--- src/mem_pkg.sv ---
package mem_pkg;

    // address and data geometry
    localparam int ADDR_W = 32;
    localparam int WORD_W = 32;
    localparam int BYTE_W = 8;
    localparam int BYTES_PER_WORD = WORD_W / BYTE_W;

    // ram only decodes the low address bits
    localparam int RAM_DEPTH_LOG2 = 12;

    // ram read/write flag
    localparam logic RAM_RD = 1'b1;
    localparam logic RAM_WR = 1'b0;

    // one word, seen whole or as little-endian byte lanes
    typedef union packed {
        logic [WORD_W-1:0] word;
        logic [BYTES_PER_WORD-1:0][BYTE_W-1:0] bytes;
    } mem_word_u;

endpackage

--- src/ls_pkg.sv ---
package ls_pkg;

    // op code layout: [3] store, [2] unsigned, [1:0] log2 size
    localparam int LS_OP_W = 4;
    localparam int LS_STORE_BIT = 3;
    localparam int LS_UNS_BIT = 2;

    localparam logic [LS_OP_W-1:0] LS_LB = 4'b0000;
    localparam logic [LS_OP_W-1:0] LS_LH = 4'b0001;
    localparam logic [LS_OP_W-1:0] LS_LW = 4'b0010;
    localparam logic [LS_OP_W-1:0] LS_LBU = 4'b0100;
    localparam logic [LS_OP_W-1:0] LS_LHU = 4'b0101;
    localparam logic [LS_OP_W-1:0] LS_SB = 4'b1000;
    localparam logic [LS_OP_W-1:0] LS_SH = 4'b1001;
    localparam logic [LS_OP_W-1:0] LS_SW = 4'b1010;

    // byte counts, 1 to 4
    localparam int SIZE_W = 3;
    localparam logic [SIZE_W-1:0] SZ_BYTE = 3'd1;
    localparam logic [SIZE_W-1:0] SZ_HALF = 3'd2;
    localparam logic [SIZE_W-1:0] SZ_WORD = 3'd4;

endpackage

--- src/ls_unit.sv ---
module ls_unit (
    input  logic                         clk,
    input  logic                         rst,
    input  logic                         ls_req,
    input  logic [ls_pkg::LS_OP_W-1:0]   ls_op,
    input  logic [mem_pkg::ADDR_W-1:0]   ls_addr,
    input  logic [mem_pkg::WORD_W-1:0]   ls_wdata,
    output logic                         ls_ok,
    output logic [mem_pkg::WORD_W-1:0]   ls_rdata,
    output logic                         mc_ls_req,
    output logic                         mc_ls_write,
    output logic [ls_pkg::SIZE_W-1:0]    mc_ls_size,
    output logic [mem_pkg::ADDR_W-1:0]   mc_ls_addr,
    output logic [mem_pkg::WORD_W-1:0]   mc_ls_wdata,
    input  logic                         mc_ls_ok,
    input  mem_pkg::mem_word_u           mc_ls_rdata
);
    import mem_pkg::*;
    import ls_pkg::*;

    logic              pend_uns;
    logic [SIZE_W-1:0] pend_size;
    logic [WORD_W-1:0] raw;
    logic [WORD_W-1:0] ext;

    assign mc_ls_req = ls_req;
    assign mc_ls_write = ls_op[LS_STORE_BIT];
    assign mc_ls_addr = ls_addr;
    assign mc_ls_wdata = ls_wdata;

    always_comb begin
        case (ls_op[1:0])
            2'b00: mc_ls_size = SZ_BYTE;
            2'b01: mc_ls_size = SZ_HALF;
            default: mc_ls_size = SZ_WORD;
        endcase
    end

    // controller zero-fills above the size, so only the sign needs work
    always_comb begin
        raw = mc_ls_rdata.word;
        case (pend_size)
            SZ_BYTE: ext = {{(WORD_W-BYTE_W){!pend_uns && raw[BYTE_W-1]}}, raw[BYTE_W-1:0]};
            SZ_HALF: ext = {{(WORD_W-2*BYTE_W){!pend_uns && raw[2*BYTE_W-1]}},
                            raw[2*BYTE_W-1:0]};
            default: ext = raw;
        endcase
    end

    always_ff @(posedge clk) begin
        if (ls_req) begin
            pend_uns <= ls_op[LS_UNS_BIT];
            pend_size <= mc_ls_size;
        end
        if (mc_ls_ok) begin
            ls_rdata <= ext;
        end
        if (rst) begin
            ls_ok <= 1'b0;
        end else begin
            ls_ok <= mc_ls_ok;
        end
    end

endmodule

--- config.mk ---
export PLATFORM = sky130hd
export DESIGN_NAME = ls_unit
export DESIGN_NICKNAME = d
export VERILOG_FILES = /design/src/mem_pkg.sv /design/src/ls_pkg.sv /design/src/ls_unit.sv
export SDC_FILE = /design/constraint.sdc
export NUM_CORES = 1
export LEC_CHECK = 0
export ABC_AREA = 1
export BUFFER_PORTS_ARGS = -buffer_cell sky130_fd_sc_hd__buf_2
export CAP_MARGIN = 0
export CELL_PAD_IN_SITES_DETAIL_PLACEMENT = 2
export CELL_PAD_IN_SITES_GLOBAL_PLACEMENT = 2
export CORE_ASPECT_RATIO = 0.6
export CORE_MARGIN = 1.5
export CORE_UTILIZATION = 16
export DETAILED_ROUTE_END_ITERATION = 10
export PLACE_DENSITY = 0.86
export RECOVER_POWER = 50
export SLEW_MARGIN = 20
export SYNTH_ARGS = -nofsm -noshare
export SYNTH_HDL_FRONTEND = slang
export SYNTH_SLANG_ARGS = --single-unit
export TNS_END_PERCENT = 30
--- constraint.sdc ---
create_clock -name clk -period 1.23 [get_ports clk]
set_input_delay 0.246 -clock clk [delete_from_list [all_inputs] [get_ports clk]]
set_output_delay 0.246 -clock clk [all_outputs]
set_load 0.05 [all_outputs]
# ---- After elaboration in Yosys (flattened, before gate mapping)
# Cells that the tools add are included.
dict set report word_totals {
  register_bits 37
  inputBits 104
  elab_cells 13
}
dict set report classes {
  eq_ne 3
  mux 2
  reduce_logical 4
}
# op n
set ops {}
lappend ops {{32-bit one-hot mux with 2 select lines} 1}
lappend ops {{3-bit one-hot mux with 2 select lines} 1}
lappend ops {{3-bit by 1-bit equality test with 1-bit output, second input constant} 1}
lappend ops {{3-bit by 2-bit equality test with 1-bit output, second input constant} 1}
lappend ops {{2-bit by 1-bit equality test with 1-bit output, second input constant} 1}
lappend ops {{1-bit logical AND} 2}
lappend ops {{2-bit zero test} 1}
lappend ops {{1-bit zero test} 1}

# ---- Depth between registers and ports, before layout
dict set report logic_depth {
  word_depth 3
  depth_mapped 5
}

# ---- Worst setup path after synthesis
# OpenSTA, ideal clock, no wires.
dict set report synth_timing {
  path_kind {input to register}
  from {input port ls_op[0] (netlist name)}
  to {register pend_size[1], data pin}
  setup_ns 0.331
  arrival_time_ns 0.935
  required_time_ns 0.899
  path_slack_ns -0.036
  path_stages 2
  cell_sequence {inv_1 nor2_1}
}
dict set report synth_between {
  elab_chain_cells 2
  word_cells_on_any_way 3
}
# item line
set synth_lines {}
lappend synth_lines {{start, declared} ls_unit.sv:5} ;# input logic [ls_pkg::LS_OP_W-1:0] ls_op,
lappend synth_lines {{2-bit by 1-bit equality test with 1-bit output or 2-bit zero test (tied branches)} ls_unit.sv:32} ;# case (ls_op[1:0])
lappend synth_lines {{3-bit one-hot mux with 2 select lines (*)} ls_unit.sv:32}
lappend synth_lines {{named net mc_ls_size (one bit)} ls_unit.sv:12} ;# output logic [ls_pkg::SIZE_W-1:0] mc_ls_size,
lappend synth_lines {{end signal, assigned} ls_unit.sv:53} ;# pend_size <= mc_ls_size;
lappend synth_lines {{end, declared} ls_unit.sv:22} ;# logic [SIZE_W-1:0] pend_size;
# Mark *: on every way through the listed nets, which the timed path passes. The rest lies on a longest branch.
# A chain may end at the register's enable or synchronous reset.

# ---- Final worst setup path
dict set report layout_timing {
  from {register pend_size[2]}
  to {register ls_rdata[21] (netlist name), data pin}
}
dict set report layout_between {
  elab_chain_cells 2
  word_cells_on_any_way 3
}
# item line
set layout_lines {}
lappend layout_lines {{3-bit by 2-bit equality test with 1-bit output or 3-bit by 1-bit equality test with 1-bit output (tied branches)} ls_unit.sv:42} ;# case (pend_size)
lappend layout_lines {{32-bit one-hot mux with 2 select lines (*)} ls_unit.sv:42}
lappend layout_lines {{named net ext[21]} ls_unit.sv:24} ;# logic [WORD_W-1:0] ext;
lappend layout_lines {{end signal, assigned} ls_unit.sv:56} ;# ls_rdata <= ext;
lappend layout_lines {{end, declared} ls_unit.sv:9} ;# output logic [mem_pkg::WORD_W-1:0] ls_rdata,
# Marks and branches as above.

==> results.cfg <==
[synthesis]
synthFlopType = edfxtp_1
netlist_instances = 175
avgSynthCellArea_um2 = 11.1
synth_seq_cells = 37
ys_async_sr_fraction = 0
yosys_warnings = 0
synth_edf_count = 36
yosysMostFrequentCell = buf_4
syn_nets = 279
synthTopCellsByCount = 68 x buf_4, 36 x edfxtp_1, 33 x nand3_1
yosysUniqueCellTypes = 13
yosys.area.top_type_share = 0.555
synth.area.top_cells = edfxtp_1 55%, buf_4 26%, nand3_1 8.5%, nand2_1 3.3%, buf_6 1.2%
synth_area_mm2 = 0.00195
yosys.area.top_type = edfxtp_1
yosysSeqAreaShare = 0.565

[setup_path]
critPathCapture = ls_rdata[21]$_DFFE_PP_
start_kind = flop
cp_max_fo = 16
cp.required_ps = 1260
r2r_start = pend_size[2]$_DFFE_PP_
crit_start = pend_size[2]$_DFFE_PP_
reg2reg_to = ls_rdata[21]$_DFFE_PP_
worstRegToRegCells = 5
worstSetupEndpointType = flop
ff2ff_setup_slack_ps = -10
path_class = reg2reg
cp.arrival_ps = 1270

[power]
finalPower_w = 0.00345
power_density_mw_per_mm2 = 1530
power.leakage_nw = 1.03
vdd_ir_drop_max_v = 0.000430

[floorplanning]
placement_rows = 30
dieArea_mm2 = 0.0129
die_x_um = 146
die_h_um = 88.5
core_mm2 = 0.0116
pin_count = 206
start_util = 0.168

[clocking]
cts_buffers = 5
cts.sinks = 37
clkTransAtPathRegs_ps = 60
cts_buffer_depth = 2
htree_levels = 2
cts_tree = done
cts-root-buf = clkbuf_16
cts_hold_buf = 0
clock_latency_ps = 280

[detailed_routing]
routed_wl_mm = 4.88
drt_iter0_drc = 17
drc = 0
avgRoutedWirePerCell_um = 13.8
via_count = 1242
routed_via_density = 3.51
drtAntennaViolNets = 0
first_pass_iters = 4

[final_layout]
final_cell_area_mm2 = 0.00226
drive_gt1_frac = 0.497
fin_nets = 296
fin_util = 0.195
syn_to_final_growth_pct = 15.8
stdcell_count = 354

[place]
place_hpwl_mm = 3.78
placed_area_mm2 = 0.00210
numPortBuffers = 75
gp_congestion = 0.728
dp.cells = 344

[timing]
max_freq_ghz = 0.805
slew_viol_final = 0
min_period_ps = 1240
hold_ws_ps = 122
slew_headroom = 0.813
grt_setup_unrepaired = true
worst_slew_pin_slew_ps = 280
finalWorstSetupSlack_ps = -12.7
hold_viol = 0
fin_skew_ps = 6.93
setup_viol_count_final = 1
fin_crit_sh = 1.01

[global_route]
grt_pass1_vias = 1360
antenna_found_initial = 2
gr-usage-all-layers = 0.0777
grt_pass1_wl_mm = 7.56
overflow = 0
grt_max_degree = 34

[status]
violations = setup timing
outcome = finished with violations

[min_path]
min-delay-start = rst
hold_class = in2reg

[run]
cap_violations = 0
==> cell type report <==
type                       count  area (um^2)
fill                        1306         9340
sequential                    37         1100
timing repair buffer          83          494
multi-input combinational     59          294
tap                          160          200
clock buffer                   5          125
inverter                       6         22.5
clock inverter                 3         17.5
antenna                        1         2.50
==> power by group <==
part           switching (W)  internal, W  total (W)
Sequential         0.0000285      0.00151    0.00153
Clock               0.000485     0.000742    0.00123
Combinational       0.000508     0.000184   0.000692
==> worst max-delay path: stages (launching register included) <==
cell	delay (ps)
edfxtp_1	420
nor2_2	170
nand2_2	80
buf_12	160
nand3_1	80
nand3_1	80
==> how the worst min path moves through the flow <==
stage                        to  slack [ps]  cells after the start
2_1_floorplan  ls_ok$_SDFF_PP0_         320                      1
3_3_place_gp   ls_ok$_SDFF_PP0_         410                      2
3_5_place_dp   ls_ok$_SDFF_PP0_         410                      2
4_1_cts        ls_ok$_SDFF_PP0_         120                      2
5_1_grt        ls_ok$_SDFF_PP0_         130                      2
6_report       ls_ok$_SDFF_PP0_         120                      2
==> layout by cell type, fill, tap and decap left out, drive strengths merged <==
| cell type | count |
|---|---|
| clkinvlp | 1 |
| clkbuf | 8 |
| dfxtp | 1 |
| buf | 80 |
| clkinv | 2 |
| nor2 | 7 |
| nand2 | 17 |
| edfxtp | 36 |
| inv | 6 |
| diode | 1 |
| nand3b | 1 |
| nand3 | 34 |
==> sequential cells by signal, summed over array words and instances (netlist names) <==
register / count
ls_rdata: 32
pend_size: 3
ls_ok: 1
pend_uns: 1
==> cells by family after synthesis <==
kind of cell  Yosys count  share of synthesized area
flops                  37                      0.565
buf+inv                79                      0.292
simple gates           59                      0.143
==> stage by stage <==
step / worst slack, ps / TNS [ps]
2_1_floorplan: -22.8 / -22.8
3_3_place_gp: 41.8 / 0
3_5_place_dp: -15.4 / -50.7
4_1_cts: 2.99 / 0
5_1_grt: -78.6 / -949
6_report: -12.7 / -12.7
==> routing by layer <==
layer | up-vias | global-route usage | routed length [um]
met2 | 68 | 0.132 | 2390
met1 | 594 | 0.0770 | 1810
met4 | 4 | 0.0306 | 84
li1 | 554 | - | -
met3 | 22 | 0.0515 | 581
met5 | - | 0 | 21
==> what timing repair did <==
| item | CTS | global route |
|---|---|---|
| setup buffers | 1 | 0 |
| gates resized for setup | 1 | 4 |
| endpoints found under the setup margin | 11 | 24 |
Note: power is estimated with default switching activity, not from simulation.
