**src/mem_pkg.sv**
```systemverilog
package mem_pkg;

    // address and data geometry
    localparam int ADDR_W = 32;
    localparam int WORD_W = 32;
    localparam int BYTE_W = 8;
    localparam int BYTES_PER_WORD = WORD_W / BYTE_W;

    // ram only decodes the low address bits
    localparam int RAM_DEPTH_LOG2 = 12;

    // ram read/write flag
    localparam logic RAM_RD = 1'b1;
    localparam logic RAM_WR = 1'b0;

    // one word, seen whole or as little-endian byte lanes
    typedef union packed {
        logic [WORD_W-1:0] word;
        logic [BYTES_PER_WORD-1:0][BYTE_W-1:0] bytes;
    } mem_word_u;

endpackage

```
**src/fetch_buffer.sv**
```systemverilog
module fetch_buffer (
    input  logic                         clk,
    input  logic                         rst,
    input  logic                         fetch_req,
    input  logic [mem_pkg::ADDR_W-1:0]   fetch_addr,
    output logic                         fetch_ok,
    output logic [mem_pkg::WORD_W-1:0]   fetch_inst,
    input  logic                         store_seen,
    output logic                         mc_fetch_req,
    output logic [mem_pkg::ADDR_W-1:0]   mc_fetch_addr,
    input  logic                         mc_fetch_ok,
    input  mem_pkg::mem_word_u           mc_fetch_data
);
    import mem_pkg::*;

    logic              valid;
    logic [ADDR_W-1:0] tag;
    logic [WORD_W-1:0] word_q;
    logic              hit;

    // a write in flight this cycle makes the held word suspect
    assign hit = valid && !store_seen && (fetch_addr == tag);

    assign mc_fetch_req = fetch_req && !hit;
    assign mc_fetch_addr = fetch_addr;

    always_ff @(posedge clk) begin
        if (rst) begin
            valid <= 1'b0;
            fetch_ok <= 1'b0;
        end else begin
            fetch_ok <= 1'b0;
            if (fetch_req && hit) begin
                fetch_ok <= 1'b1;
                fetch_inst <= word_q;
            end
            // miss drops the old entry until the reply fills it
            if (mc_fetch_req) begin
                valid <= 1'b0;
                tag <= fetch_addr;
            end
            if (mc_fetch_ok) begin
                fetch_ok <= 1'b1;
                fetch_inst <= mc_fetch_data.word;
                word_q <= mc_fetch_data.word;
                valid <= 1'b1;
            end
            if (store_seen) begin
                valid <= 1'b0;
            end
        end
    end

endmodule

```
**config.mk**
```make
export PLATFORM = sky130hd
export DESIGN_NAME = fetch_buffer
export DESIGN_NICKNAME = d
export VERILOG_FILES = /design/src/mem_pkg.sv /design/src/fetch_buffer.sv
export SDC_FILE = /design/constraint.sdc
export NUM_CORES = 1
export LEC_CHECK = 0
export CAP_MARGIN = 15
export CORE_MARGIN = 8
export CORE_UTILIZATION = 45
export DETAILED_ROUTE_END_ITERATION = 16
export DONT_BUFFER_PORTS = 1
export PLACE_DENSITY = 0.57
export SYNTH_ARGS = -nofsm -noshare
export SYNTH_HDL_FRONTEND = slang
export SYNTH_SLANG_ARGS = --single-unit
export TNS_END_PERCENT = 30
```
**constraint.sdc**
```tcl
create_clock -name clk -period 4.7 [get_ports clk]
set_clock_uncertainty 0.15 [all_clocks]
set_input_delay 0.47 -clock clk [delete_from_list [all_inputs] [get_ports clk]]
set_output_delay 0.47 -clock clk [all_outputs]
set_load 0.01 [all_outputs]
```
## Word level (Yosys, flattened, before mapping)

Index checks and enable logic that the tools add are counted.

- Muxes and demuxes: 6
- Eq/ne operators: 1
- Reductions and logical operators: 12
- Bitwise gates (word level): 1

Operators by type and width:

| cell | count |
|---|---|
| two-way mux 32 bit | 2 |
| equality test 32 bit | 1 |
| AND reduction 2 bit | 3 |
| logical AND 1 bit | 4 |
| two-way mux 1 bit | 4 |
| nonzero test 2 bit | 2 |
| logical NOT 1 bit | 2 |
| OR reduction 2 bit | 1 |
| inverter 1 bit | 1 |

- Logic and storage cells: 25
- Input port bits: 69
- Bits in registers: 98

## Longest topological paths before layout

- Depth after elaboration: 7
- Gate-level depth with buffers: 5
- Depth with buffers taken out: 5

## Least setup slack after synthesis

Ideal clock, no wire load.

- Path type: input -> register
- Start point: input mc_fetch_ok
- End point: register fetch_inst[0] in the netlist's numbering, enable pin
- Setup time: 0.428 ns
- Path buffers: 1
- Setup slack: 0.891 ns
- Arrival: 3.231 ns
- Stages: 3
- Required time: 4.122 ns
- Path through: clkbuf_1 > nor2b_1 > o21bai_1

- Cells in the longest elaborated chain, start to end: 2

Ends and longest elaborated chain:

| element | RTL line | source |
|---|---|---|
| start, declared | fetch_buffer.sv:11 | `input logic mc_fetch_ok,` |
| nonzero test 2 bit (no source line) | n/a |  |
| AND reduction 2 bit (no source line) | n/a |  |
| end signal, assigned | fetch_buffer.sv:35 | `fetch_inst <= word_q;` |
| end signal, assigned | fetch_buffer.sv:44 | `fetch_inst <= mc_fetch_data.word;` |
| end, declared | fetch_buffer.sv:7 | `output logic [mem_pkg::WORD_W-1:0] fetch_inst,` |

Every way passes these cells.
A chain may end at the register's enable or synchronous reset.

## Final worst setup path

- Start point: register tag[29]
- End point: register fetch_inst[29] in the netlist's numbering, enable pin

- Cells in the longest elaborated chain, start to end: 5

Ends and longest elaborated chain:

| element | RTL line | source |
|---|---|---|
| start, declared | fetch_buffer.sv:17 | `logic [ADDR_W-1:0] tag;` |
| start signal, assigned | fetch_buffer.sv:40 | `tag <= fetch_addr;` |
| equality test 32 bit | fetch_buffer.sv:22 | `assign hit = valid && !store_seen && (fetch_addr == tag);` |
| logical AND 1 bit | fetch_buffer.sv:22 |  |
| logical AND 1 bit | fetch_buffer.sv:33 | `if (fetch_req && hit) begin` |
| nonzero test 2 bit (no source line) | n/a |  |
| AND reduction 2 bit (no source line) | n/a |  |

Every way passes these cells.

==> results by stage <==
Outcome:
- The run finished with clean final reports.

Synth:
- Ranked by total cell area, the synthesized netlist is headed by sky130_fd_sc_hd__edfxtp_1, sky130_fd_sc_hd__mux2_1, sky130_fd_sc_hd__buf_4.
- Counting flops and latches in the post-synthesis netlist gives 98.
- Of the post-synthesis cell area, the dominant cell type holds 72.45%.
- The number of nets in the synthesized netlist is 290.
- The yosys synthesis warning count is 0.
- Yosys mapped the design onto 23 distinct sky130hd cell types.
- The synthesized netlist occupies a cell area of 3979 sq um.
- The synthesized design spends more area on one cell type than any other, namely sky130_fd_sc_hd__edfxtp_1.
- Synthesis produced 221 cells.
- The synthesized area per cell is 18.00 sq um.
- Sequential elements use 73.46% of the synthesized area.

Setup path:
- The dominant delay contributor by cell family on the critical path is compound AO/OA/AOI/OAI gates.
- The kind of launch point of the worst setup path is a flip-flop.
- The type of the worst setup path is reg2reg.
- The slowest stage cell on the critical path is sky130_fd_sc_hd__o21bai_4.
- The buffering stage count on the worst path with inverters included is 0.
- In this run the worst path has a maximum fanout of 32.
- On the worst path, the slowest cell contributes a delay of 0.80 ns.
- For the worst setup path, the data required time is 4.53 ns.
- The sort of element at the end of the critical path is a flip-flop.
- For the worst setup path, the data arrival time is 2.46 ns.
- Traced cell by cell, the critical path runs through xnor2_1, nand4_1, nor3_1, nand4_2, o21bai_4.

CTS:
- The TritonCTS buffer count is 9.
- Counting along the longest clock path gives a buffer depth of 2.
- The number of setup buffers added after CTS is 0.
- For the worst-skew pair, the clock arrives at the later sink with an insertion delay of 0.35 ns.
- For this design, the CTS-stage hold fixing added 0 buffers.
- The clock slew seen by the registers of the worst setup and hold paths is 0.10 ns.
- The clock tree root driver cell is sky130_fd_sc_hd__clkbuf_8.
- The number of cells upsized or downsized after cts is 0.
- The H-tree depth is 3.
- The TritonCTS clock tree is done.
- The TritonCTS sink count is 98.

Timing:
- The hold violation total from the final report is 0.
- The minimum clock period after layout is 2.631 ns.
- The headroom to the max-slew limit is 37.79%.
- Setup violations remaining at the end of the flow were counted as 0.
- The portion of the clock cycle consumed by the worst path in the final layout is 55.99%.
- For the pin with the worst max-slew slack, the measured transition is 0.9306 ns.
- Setup repair after global routing left no endpoint under its margin.
- Setup total negative slack on the finished layout was measured at 0 ns.
- The count of pins over their slew limit came to 0.
- The peak clock frequency supported by timing is 380.0 MHz.

Pwr:
- IR analysis of the VDD net gives a maximum drop of 202.4 uV.
- In this run, flip-flops and latches consume 61.0% of the power.
- The net switching share of the total power is 20.27%.
- The power density over cell area is 416.6 nW/um^2.
- The switching power summed over all nets is 346.9 uW.
- The relative contribution of combinational cells to total power is 4.2%.
- The static leakage is 1.290 nW.
- The internal power is 1.364 mW.
- In this run, the clock network consumes 34.7% of the power.

Global route:
- The sum of overflow across all layers after global routing is 0.
- The number of antenna violations at the first check in global routing is 0.
- Global routing used 10.54% of the available tracks across all layers.
- The largest net degree at the start of global routing is 35.
- The number of global-route vias before repair is 1693.
- The global-route wire length before repair is 9.349 mm.

Drt:
- The number of DRC markers in iteration 0 is 63.
- The first TritonRoute pass finished after 4 iterations.
- The detailed router placed 1615 vias in this run.
- The count of nets left with antenna violations once routing finished came out at 0.
- The per-cell routed wire length is 20.78 um.
- The via-per-instance ratio is 5.210.
- The routed wire length is 6.441 mm.
- The DRC violations left is 0.

Floorplanning:
- The initial standard-cell utilization of the core is 46.07%.
- The number of placement rows is 34.
- The floorplan step defined a die boundary enclosing 12110 sq um.
- The total area inside the core boundary comes to 8636 sq um.
- Pin placement for this block handled 135 I/O pins.
- The die is 110.0 um wide.
- The die outline height is 110.0 um.

Place:
- In this run the cell area measured after placement is 3884 sq um.
- The HPWL after detailed placement is 4.684 mm.
- The weighted congestion at the end of routability-driven global placement is 0.6744.
- Port buffering added 0 buffers.

Layout:
- The antenna diode count is 0.
- The layout net count is 266.
- Of the cells placed in the final design, the portion with a size suffix greater than 1 is 10.89%.
- The post-route standard cell area excluding fillers is 4108 sq um.
- From synthesis to final layout, the design area changed by 3.239%.

Min path:
- The min-delay analysis places its worst path in the category in2reg.

Flow run:
- Max-cap violations in this run came to 0.
## cell usage in the layout, fill, tap and decap left out, drive strengths merged, types with 2 or more instances in the layout
cell,n
inv,2
bufinv,2
xnor2,24
clkinv,2
o21ai,2
mux2,32
clkbuf,9
dfxtp,2
nand4,6
nor4,3
edfxtp,96
nor2b,3
xor2,8
o21bai,2
## logic make-up after synthesis
logic type	synth area share, %
flops	73.46
buf+inv	6.509
xor+xnor	7.044
mux	9.057
simple gates	3.302
compound gates	0.6286
## path summary, 6_finish.rpt
path | start | endpoint | slack, ns | cells past startpoint
worst max-delay path | tag[29] | fetch_inst[29] | 2.07 | 5
worst min-delay path | mc_fetch_data[3] | word_q[3] | 0.05 | 0
worst max register to register | tag[29] | fetch_inst[29] | 2.07 | 5
worst min register to register | valid | valid | 0.33 | 2
## cell type report
cell class                      count  area (sq um)
Fill cell                         736          4528
Clock inverter                      7         100.1
Timing Repair Buffer                1         7.507
Multi-Input combinational cell     87         818.3
Tap cell                          108         135.1
Clock buffer                        9         123.9
Sequential cell                    98          2923
## routing by layer
| metal | vias up | wire, um | global-route usage [%] |
|---|---|---|---|
| met3 | 12 | 695 | 5.174 |
| met5 | - | 0 | 0 |
| met1 | 787 | 2540 | 11.47 |
| li1 | 739 | - | - |
| met2 | 77 | 3092 | 16.82 |
| met4 | 0 | 113 | 5.304 |
## state kept, by name (all words and copies together) (netlist names)
| name | count |
|---|---|
| fetch_ok | 1 |
| fetch_inst | 32 |
| valid | 1 |
| word_q | 32 |
| tag | 32 |
## per-stage QoR
step | setup WS, ns | std cells | power, mW | utilization (%) | hold slack, ns
2_1_floorplan | 0.8911 | 221 | 1.153 | - | 0.2869
3_3_place_gp | 2.024 | 294 | 1.134 | 44.97 | 0.3027
3_5_place_dp | 1.941 | 294 | 1.140 | 44.97 | 0.3147
4_1_cts | 1.968 | 310 | 1.733 | 47.57 | 0.03303
5_1_grt | 1.789 | 310 | 1.771 | 47.57 | 0.01849
6_report | 2.069 | 310 | 1.711 | 47.57 | 0.05457
## cells in the mapped netlist
master                      n
sky130_fd_sc_hd__edfxtp_1  96
sky130_fd_sc_hd__buf_4     32
sky130_fd_sc_hd__mux2_1    32
sky130_fd_sc_hd__xnor2_1   24
sky130_fd_sc_hd__xor2_1     8
sky130_fd_sc_hd__nand4_1    5
sky130_fd_sc_hd__buf_2      3
sky130_fd_sc_hd__nor2b_1    3
sky130_fd_sc_hd__dfxtp_1    2
sky130_fd_sc_hd__nor4_2     2
sky130_fd_sc_hd__o21bai_1   2
sky130_fd_sc_hd__and2_1     1
sky130_fd_sc_hd__clkbuf_1   1
sky130_fd_sc_hd__nand2_1    1
sky130_fd_sc_hd__nand2b_1   1
sky130_fd_sc_hd__nand3_1    1
sky130_fd_sc_hd__nand3b_1   1
sky130_fd_sc_hd__nand4_2    1
sky130_fd_sc_hd__nor2_1     1
sky130_fd_sc_hd__nor3_1     1
sky130_fd_sc_hd__nor4_1     1
sky130_fd_sc_hd__o21ai_0    1
sky130_fd_sc_hd__o21ai_1    1
## power groups by stage
stage               Sequential [mW]  Combinational, mW  Clock (mW)
floorplan                      1.06             0.0937           0
global placement               1.06             0.0709           0
detailed placement             1.07             0.0735           0
CTS                            1.05             0.0743       0.613
global route                   1.05             0.0805       0.640
finish                         1.04             0.0724       0.594
Power figures use the tool's default switching activity.
