[config.mk]
export PLATFORM = sky130hd
export DESIGN_NAME = mem_ctrl
export DESIGN_NICKNAME = d
export VERILOG_FILES = /design/src/mem_pkg.sv /design/src/ls_pkg.sv /design/src/mem_ctrl.sv
export SDC_FILE = /design/constraint.sdc
export NUM_CORES = 1
export LEC_CHECK = 0
export BUFFER_PORTS_ARGS = -buffer_cell sky130_fd_sc_hd__buf_2
export CAP_MARGIN = 5
export CORE_MARGIN = 2
export CORE_UTILIZATION = 50
export DETAILED_ROUTE_END_ITERATION = 8
export HOLD_SLACK_MARGIN = 0.1
export PLACE_DENSITY_LB_ADDON = 0.15
export SETUP_SLACK_MARGIN = 0.2
export SLEW_MARGIN = 20
export SYNTH_ARGS = -nofsm -noshare
export SYNTH_HDL_FRONTEND = slang
export SYNTH_SLANG_ARGS = --single-unit
[constraint.sdc]
create_clock -name clk -period 19.8 [get_ports clk]
set_input_delay 3.96 -clock clk [delete_from_list [all_inputs] [get_ports clk]]
set_output_delay 3.96 -clock clk [all_outputs]
set_load 0.02 [all_outputs]
[src/mem_pkg.sv]
package mem_pkg;

    // address and data geometry
    localparam int ADDR_W = 32;
    localparam int WORD_W = 32;
    localparam int BYTE_W = 8;
    localparam int BYTES_PER_WORD = WORD_W / BYTE_W;

    // ram only decodes the low address bits
    localparam int RAM_DEPTH_LOG2 = 12;

    // ram read/write flag
    localparam logic RAM_RD = 1'b1;
    localparam logic RAM_WR = 1'b0;

    // one word, seen whole or as little-endian byte lanes
    typedef union packed {
        logic [WORD_W-1:0] word;
        logic [BYTES_PER_WORD-1:0][BYTE_W-1:0] bytes;
    } mem_word_u;

endpackage

[src/ls_pkg.sv]
package ls_pkg;

    // op code layout: [3] store, [2] unsigned, [1:0] log2 size
    localparam int LS_OP_W = 4;
    localparam int LS_STORE_BIT = 3;
    localparam int LS_UNS_BIT = 2;

    localparam logic [LS_OP_W-1:0] LS_LB = 4'b0000;
    localparam logic [LS_OP_W-1:0] LS_LH = 4'b0001;
    localparam logic [LS_OP_W-1:0] LS_LW = 4'b0010;
    localparam logic [LS_OP_W-1:0] LS_LBU = 4'b0100;
    localparam logic [LS_OP_W-1:0] LS_LHU = 4'b0101;
    localparam logic [LS_OP_W-1:0] LS_SB = 4'b1000;
    localparam logic [LS_OP_W-1:0] LS_SH = 4'b1001;
    localparam logic [LS_OP_W-1:0] LS_SW = 4'b1010;

    // byte counts, 1 to 4
    localparam int SIZE_W = 3;
    localparam logic [SIZE_W-1:0] SZ_BYTE = 3'd1;
    localparam logic [SIZE_W-1:0] SZ_HALF = 3'd2;
    localparam logic [SIZE_W-1:0] SZ_WORD = 3'd4;

endpackage

[src/mem_ctrl.sv]
module mem_ctrl (
    input  logic                         clk,
    input  logic                         rst,
    output logic                         busy,
    output logic                         ram_ena,
    output logic                         ram_rd,
    output logic [mem_pkg::ADDR_W-1:0]   ram_addr,
    output logic [mem_pkg::BYTE_W-1:0]   ram_wdata,
    input  logic [mem_pkg::BYTE_W-1:0]   ram_rdata,
    input  logic                         fetch_req,
    input  logic [mem_pkg::ADDR_W-1:0]   fetch_addr,
    output logic                         fetch_ok,
    output mem_pkg::mem_word_u           fetch_data,
    input  logic                         ls_req,
    input  logic                         ls_write,
    input  logic [ls_pkg::SIZE_W-1:0]    ls_size,
    input  logic [mem_pkg::ADDR_W-1:0]   ls_addr,
    input  logic [mem_pkg::WORD_W-1:0]   ls_wdata,
    output logic                         ls_ok,
    output mem_pkg::mem_word_u           ls_rdata
);
    import mem_pkg::*;
    import ls_pkg::*;

    localparam logic [1:0] ST_IDLE = 2'd0;
    localparam logic [1:0] ST_FETCH_RD = 2'd1;
    localparam logic [1:0] ST_LS_RD = 2'd2;
    localparam logic [1:0] ST_LS_WR = 2'd3;

    logic [1:0] state;

    // one waiting request per port
    logic              fetch_pend;
    logic [ADDR_W-1:0] fetch_addr_q;
    logic              ls_pend;
    logic              ls_write_q;
    logic [SIZE_W-1:0] ls_size_q;
    logic [ADDR_W-1:0] ls_addr_q;
    logic [WORD_W-1:0] ls_wdata_q;

    logic              ls_go;
    logic              fetch_go;
    logic              sel_write;
    logic [SIZE_W-1:0] sel_size;
    logic [ADDR_W-1:0] sel_ls_addr;
    logic [ADDR_W-1:0] sel_fetch_addr;
    mem_word_u         sel_wdata;

    // byte-serial access
    logic [ADDR_W-1:0] addr_q;
    logic [1:0]        cnt;
    logic [1:0]        stop;
    mem_word_u         data_q;
    mem_word_u         rd_word;

    // a pending copy wins over the live inputs
    always_comb begin
        ls_go = ls_req || ls_pend;
        fetch_go = !ls_go && (fetch_req || fetch_pend);
        sel_write = ls_pend ? ls_write_q : ls_write;
        sel_size = ls_pend ? ls_size_q : ls_size;
        sel_ls_addr = ls_pend ? ls_addr_q : ls_addr;
        sel_wdata.word = ls_pend ? ls_wdata_q : ls_wdata;
        sel_fetch_addr = fetch_pend ? fetch_addr_q : fetch_addr;
        rd_word = data_q;
        rd_word.bytes[cnt] = ram_rdata;
    end

    // first byte goes out on the serving cycle
    always_comb begin
        if (state == ST_IDLE) begin
            ram_ena = ls_go || fetch_go;
            ram_rd = (ls_go && sel_write) ? RAM_WR : RAM_RD;
            ram_addr = ls_go ? sel_ls_addr : sel_fetch_addr;
            ram_wdata = sel_wdata.bytes[0];
        end else begin
            // reads stop issuing once the last lane is in flight
            ram_ena = (state == ST_LS_WR) || (cnt != stop);
            ram_rd = (state == ST_LS_WR) ? RAM_WR : RAM_RD;
            ram_addr = addr_q;
            ram_wdata = data_q.bytes[cnt];
        end
    end

    assign busy = (state != ST_IDLE);

    always_ff @(posedge clk) begin
        if (rst) begin
            state <= ST_IDLE;
            fetch_pend <= 1'b0;
            ls_pend <= 1'b0;
            fetch_ok <= 1'b0;
            ls_ok <= 1'b0;
        end else begin
            fetch_ok <= 1'b0;
            ls_ok <= 1'b0;
            if (fetch_req) begin
                fetch_pend <= 1'b1;
                fetch_addr_q <= fetch_addr;
            end
            if (ls_req) begin
                ls_pend <= 1'b1;
                ls_write_q <= ls_write;
                ls_size_q <= ls_size;
                ls_addr_q <= ls_addr;
                ls_wdata_q <= ls_wdata;
            end
            case (state)
                ST_IDLE: begin
                    if (ls_go) begin
                        ls_pend <= 1'b0;
                        addr_q <= sel_ls_addr + 1'b1;
                        stop <= 2'(sel_size - 1'b1);
                        if (sel_write) begin
                            data_q <= sel_wdata;
                            cnt <= 2'd1;
                            // single byte already written this cycle
                            if (sel_size == SZ_BYTE) begin
                                ls_ok <= 1'b1;
                                ls_rdata <= '0;
                            end else begin
                                state <= ST_LS_WR;
                            end
                        end else begin
                            data_q <= '0;
                            cnt <= 2'd0;
                            state <= ST_LS_RD;
                        end
                    end else if (fetch_go) begin
                        fetch_pend <= 1'b0;
                        addr_q <= sel_fetch_addr + 1'b1;
                        stop <= 2'(SZ_WORD - 1'b1);
                        data_q <= '0;
                        cnt <= 2'd0;
                        state <= ST_FETCH_RD;
                    end
                end
                ST_FETCH_RD, ST_LS_RD: begin
                    addr_q <= addr_q + 1'b1;
                    cnt <= cnt + 1'b1;
                    data_q <= rd_word;
                    if (cnt == stop) begin
                        state <= ST_IDLE;
                        if (state == ST_FETCH_RD) begin
                            fetch_ok <= 1'b1;
                            fetch_data <= rd_word;
                        end else begin
                            ls_ok <= 1'b1;
                            ls_rdata <= rd_word;
                        end
                    end
                end
                default: begin
                    addr_q <= addr_q + 1'b1;
                    cnt <= cnt + 1'b1;
                    if (cnt == stop) begin
                        ls_ok <= 1'b1;
                        ls_rdata <= '0;
                        state <= ST_IDLE;
                    end
                end
            endcase
        end
    end

endmodule

Word level (Yosys, flattened, before mapping) --
Cells that the tools add are included.
Storage, ports and cells: logic and storage cells 120, input bits 112, flip-flop bits (word level) 238
Cells by class: reductions and logical operators 23, add/sub/neg operators 5, bitwise logic cells 3, multiplexer cells 58, order comparisons 2, equal/unequal tests 13
Operators by type and width (count):
- 32-bit two-way mux | 17
- 32-bit one-hot mux with 2 select lines | 2
- 32-bit by 1-bit adder with 32-bit output (second input constant) | 3
- 32-bit bitwise mux | 1
- 8-bit two-way mux | 3
- 2-bit two-way mux | 11
- 1-bit two-way mux | 20
- 8-bit binary-select mux with 2-bit select | 1
- 8-bit demux with 2-bit select | 1
- 3-bit AND reduction | 3
- 2-bit inequality test (second input constant) | 4
- 2-bit nonzero test | 4
- 7-bit AND reduction | 1
- 2-bit AND reduction | 3
- 2-bit == test (second input constant) | 2
- 1-bit logical OR | 4
- 4-bit inequality test (second input constant) | 1
- 4-bit AND reduction | 1
- 3-bit by 1-bit == test with 1-bit output (second input constant) | 1
- 1-bit logical AND | 3
- 2-bit by 3-bit less-than comparator with 1-bit output (second input constant) | 1
- 3-bit two-way mux | 1
- 3-bit inequality test (second input constant) | 1
- 1-bit NOT | 3
- other kinds (12) | 12

Logic depth before layout (Yosys ltp) --
depth after elaboration 8, mapped depth 11, gate-level depth less buffers 9

Worst setup path before layout --
Ideal clock, no wire load.
kind input port to output port, start input port ls_req, end output port ram_addr[19] (netlist name), stages on the path 6, required time 15.840 ns, slack 10.634 ns, arrival time 5.206 ns, cells stage by stage buf_6 -> or2_4 -> buf_6 -> a211oi_1 -> a2bb2oi_1 -> inv_1
Between the ends: cells in the longest elaborated chain, start to end 3
RTL lines:
- from (decl) | RTL line mem_ctrl.sv:14 | input logic ls_req,
- 1-bit logical OR | RTL line mem_ctrl.sv:58 | ls_go = ls_req || ls_pend;
- 32-bit two-way mux | RTL line mem_ctrl.sv:74 | ram_addr = ls_go ? sel_ls_addr : sel_fetch_addr;
- 32-bit two-way mux | RTL line mem_ctrl.sv:71 | if (state == ST_IDLE) begin
- to (decl) | RTL line mem_ctrl.sv:7 | output logic [mem_pkg::ADDR_W-1:0] ram_addr,
Every way passes these cells.

Worst setup path in the final report --
start input port ls_req, end output port ram_addr[14] (netlist name)
Same word-level chain as after synthesis.

==> key figures <==
Run status
  • Status: finished, final reports clean

Floorplanning
  • Die width: 153 um
  • Row count: 54
  • Core Region: 21800 sq um
  • Initial Utilization: 51.0%
  • Die ar.: 23500 sq um
  • IO Count: 221
  • Die height: 153 um

Logic synthesis
  • Most frequent cell after synthesis: edfxtp_1
  • Syn Inst Count: 776
  • Synth cell types: 66
  • Post-synth EDFFs: 232
  • Asr flop ratio synth: 0%
  • Syn_nets: 898
  • Share of the yosys chip area belonging to registers: 63.6%
  • Dominant synthesized flop cell: edfxtp_1
  • Yosys warns: 0
  • Flops & latches, synth: 238
  • Yosys top cell by area: edfxtp_1
  • Synth top area share: 62.5%
  • Mapped Area: 11100 sq um
  • Area contributors post-synth: edfxtp_1 63%, mux2i_1 5.4%, mux2_2 3.5%, o21bai_1 2.2%, and2_1 1.9%
  • Synth cell count leaders: 232 x edfxtp_1, 60 x mux2i_1, 52 x nand2_1
  • Post-Syn Area per Cell: 14.4 sq um

GRT
  • Antenna violations before repair: 4
  • Total track usage: 22.3%
  • Vias in the first global route: 7312
  • Gr ovfl total: 0
  • Largest net degree at the start of global routing: 60
  • First-pass GRT wire length: 41.2 mm

STA
  • Final period util: 49.7%
  • Post-Route Setup TNS: 0 ns
  • Slew @ Worst Pin: 1.09 ns
  • RSZ-0062 raised after global routing: no
  • Max Fclk: 0.102 GHz
  • Final setup fails: 0
  • Post-route minimum period: 9.83 ns
  • Fin. Hold Viols: 0
  • Slew Limit Fails: 0
  • Final setup skew: 0.0169 ns
  • Worst slew margin: 26.9%

Clocking
  • H-tree depth: 1
  • Hold buffers post-CTS: 0
  • CTS resizes: 0
  • Clock buffer count from CTS: 26
  • Clock-pin slew on the worst setup and hold paths: 0.06 ns
  • CTS tree: done
  • Clock sinks: 238
  • Clk buf depth: 3
  • Root Driver: clkbuf_16
  • Number of setup buffers added after CTS: 0
  • Clock latency on the worst-skew pair: 0.53 ns

Worst setup path
  • CP Cell Sequence: buf_2, or2_4, nor2_1, o22ai_1, inv_1, buf_2
  • Setup crit start kind: input port
  • Reg2reg path depth: 7
  • Max FO, Critical Path: 27
  • Critical Path Sink Type: primary output
  • Critical Path Start: ls_req
  • Critical Path End: ram_addr[14]
  • CP most frequent cell: buf_2
  • Crit path DAT: 5.87 ns
  • Required time worst endpoint: 15.84 ns
  • Slowest stage delay, CP: 0.50 ns
  • Worst r2r dst: addr_q[23]
  • CP max-delay cell: o22ai_1
  • R2R Setup Slk: 15.93 ns
  • CP Class: in2out
  • R2R Path Start: ls_pend

Routing
  • Routed wire length per instance: 20.8 um
  • Total number of vias: 7235
  • DRT Wirelength: 26.8 mm
  • Initial DRC count: 370
  • DR pass1 iterations: 7
  • Avg Vias per Cell: 5.63
  • DRC: 0
  • Post-DRT Antenna Nets: 0

Cells and area
  • Layout cells sized above 1: 35.1%
  • Final Instance Area: 13300 sq um
  • Nets: 1108
  • Layout area overhead: 19.2%

Power and ir drop
  • Max VDD drop: 64.3 uV
  • Leakage power total: 4.81 nW
  • PwrDens: 120 nW/um^2
  • Total design power: 1.60 mW

Min path
  • Hold WC Path Type: reg2reg

Placement
  • DP HPWL: 17.4 mm
  • Port bufs: 220
  • Post-Place Cell Area: 12400 sq um
  • RePlAce Congestion: 0.782

Job
  • # Max-Cap Violations: 0
-- through the flow --
stage               utilization (%)  setup WS [ns]  hold WS (ns)  cells
detailed placement             57.0           9.95         0.523   1238
CTS                            60.8           9.94         0.531   1284
global placement               57.0          10.02         0.512   1238
global route                   60.8           9.82         0.567   1284
floorplan                         -          10.63         0.483    776
finish                         60.8           9.97         0.531   1285
-- state kept, by name (all words and copies together), names as in the netlist --
register and flops:
ls_write_q 1, cnt 2, fetch_addr_q 32, addr_q 32
stop 2, ls_ok 1, ls_wdata_q 32, ls_size_q 3
fetch_data 32, fetch_pend 1, ls_addr_q 32, fetch_ok 1
ls_rdata 32, data_q 32, ls_pend 1, state 2
-- worst min-delay path by stage --
stage | from | to | cells after the start
floorplan | state[1] | state[1] | 2
global placement | state[1] | state[1] | 2
detailed placement | state[1] | state[1] | 2
CTS | state[1] | state[1] | 2
global route | state[1] | state[1] | 2
finish | state[1] | state[1] | 2
-- layer usage --
| layer | global-route usage (%) | vias up | wire (um) |
|---|---|---|---|
| met5 | 0 | - | 40 |
| met4 | 5.11 | 6 | 415 |
| met3 | 4.11 | 37 | 1900 |
| met2 | 37.2 | 273 | 12900 |
| met1 | 30.6 | 3538 | 11500 |
| li1 | - | 3381 | - |
-- layout make-up --
cell class | instances | area, sq um
antenna | 1 | 2.50
clock buffer | 31 | 691
tap | 280 | 350
multi-input combinational | 468 | 3730
fill | 1762 | 8550
timing repair buffer | 230 | 1180
clock inverter | 15 | 146
sequential | 238 | 7090
inverter | 22 | 82.6
-- critical path, delay by kind of cell --
| family | cells | cell delay [ns] |
|---|---|---|
| compound gates | 1 | 0.50 |
| buf+inv | 3 | 0.85 |
| simple gates | 2 | 0.54 |
-- logic make-up after synthesis --
family / count (synthesis) / share of synthesized area, %
xor gates and xnor gates: 32 / 2.52
muxes: 103 / 10.5
adders and majority gates: 10 / 1.12
buffers and inverters: 70 / 3.21
AOI/OAI and AO/OA: 126 / 8.46
DFF: 238 / 63.6
and+or+nand+nor: 197 / 10.5
-- where the power goes --
| part | leakage (nW) | switching, mW | internal [mW] |
|---|---|---|---|
| clock | 0.411 | 0.192 | 0.286 |
| combinational | 2.16 | 0.273 | 0.165 |
| sequential | 2.24 | 0.0316 | 0.651 |
-- cell usage in the layout (no fill, tap or decap), drive strengths merged, types with 6 or more instances in the layout --
master / instances
inv: 21
xnor2: 21
nand2: 53
buf: 230
nor3: 20
nor4: 9
o2111ai: 6
mux4: 8
nor2b: 13
dfxtp: 6
o22ai: 6
nor2: 25
edfxtp: 232
o21ai: 21
clkbuf: 31
a21oi: 14
clkinv: 12
and2: 33
o21bai: 32
o311ai: 8
nand3b: 6
nor3b: 6
nand2b: 11
a211oi: 9
mux2: 35
ha: 10
mux2i: 60
xor2: 11
nand3: 6
Power figures use the tool's default switching activity.
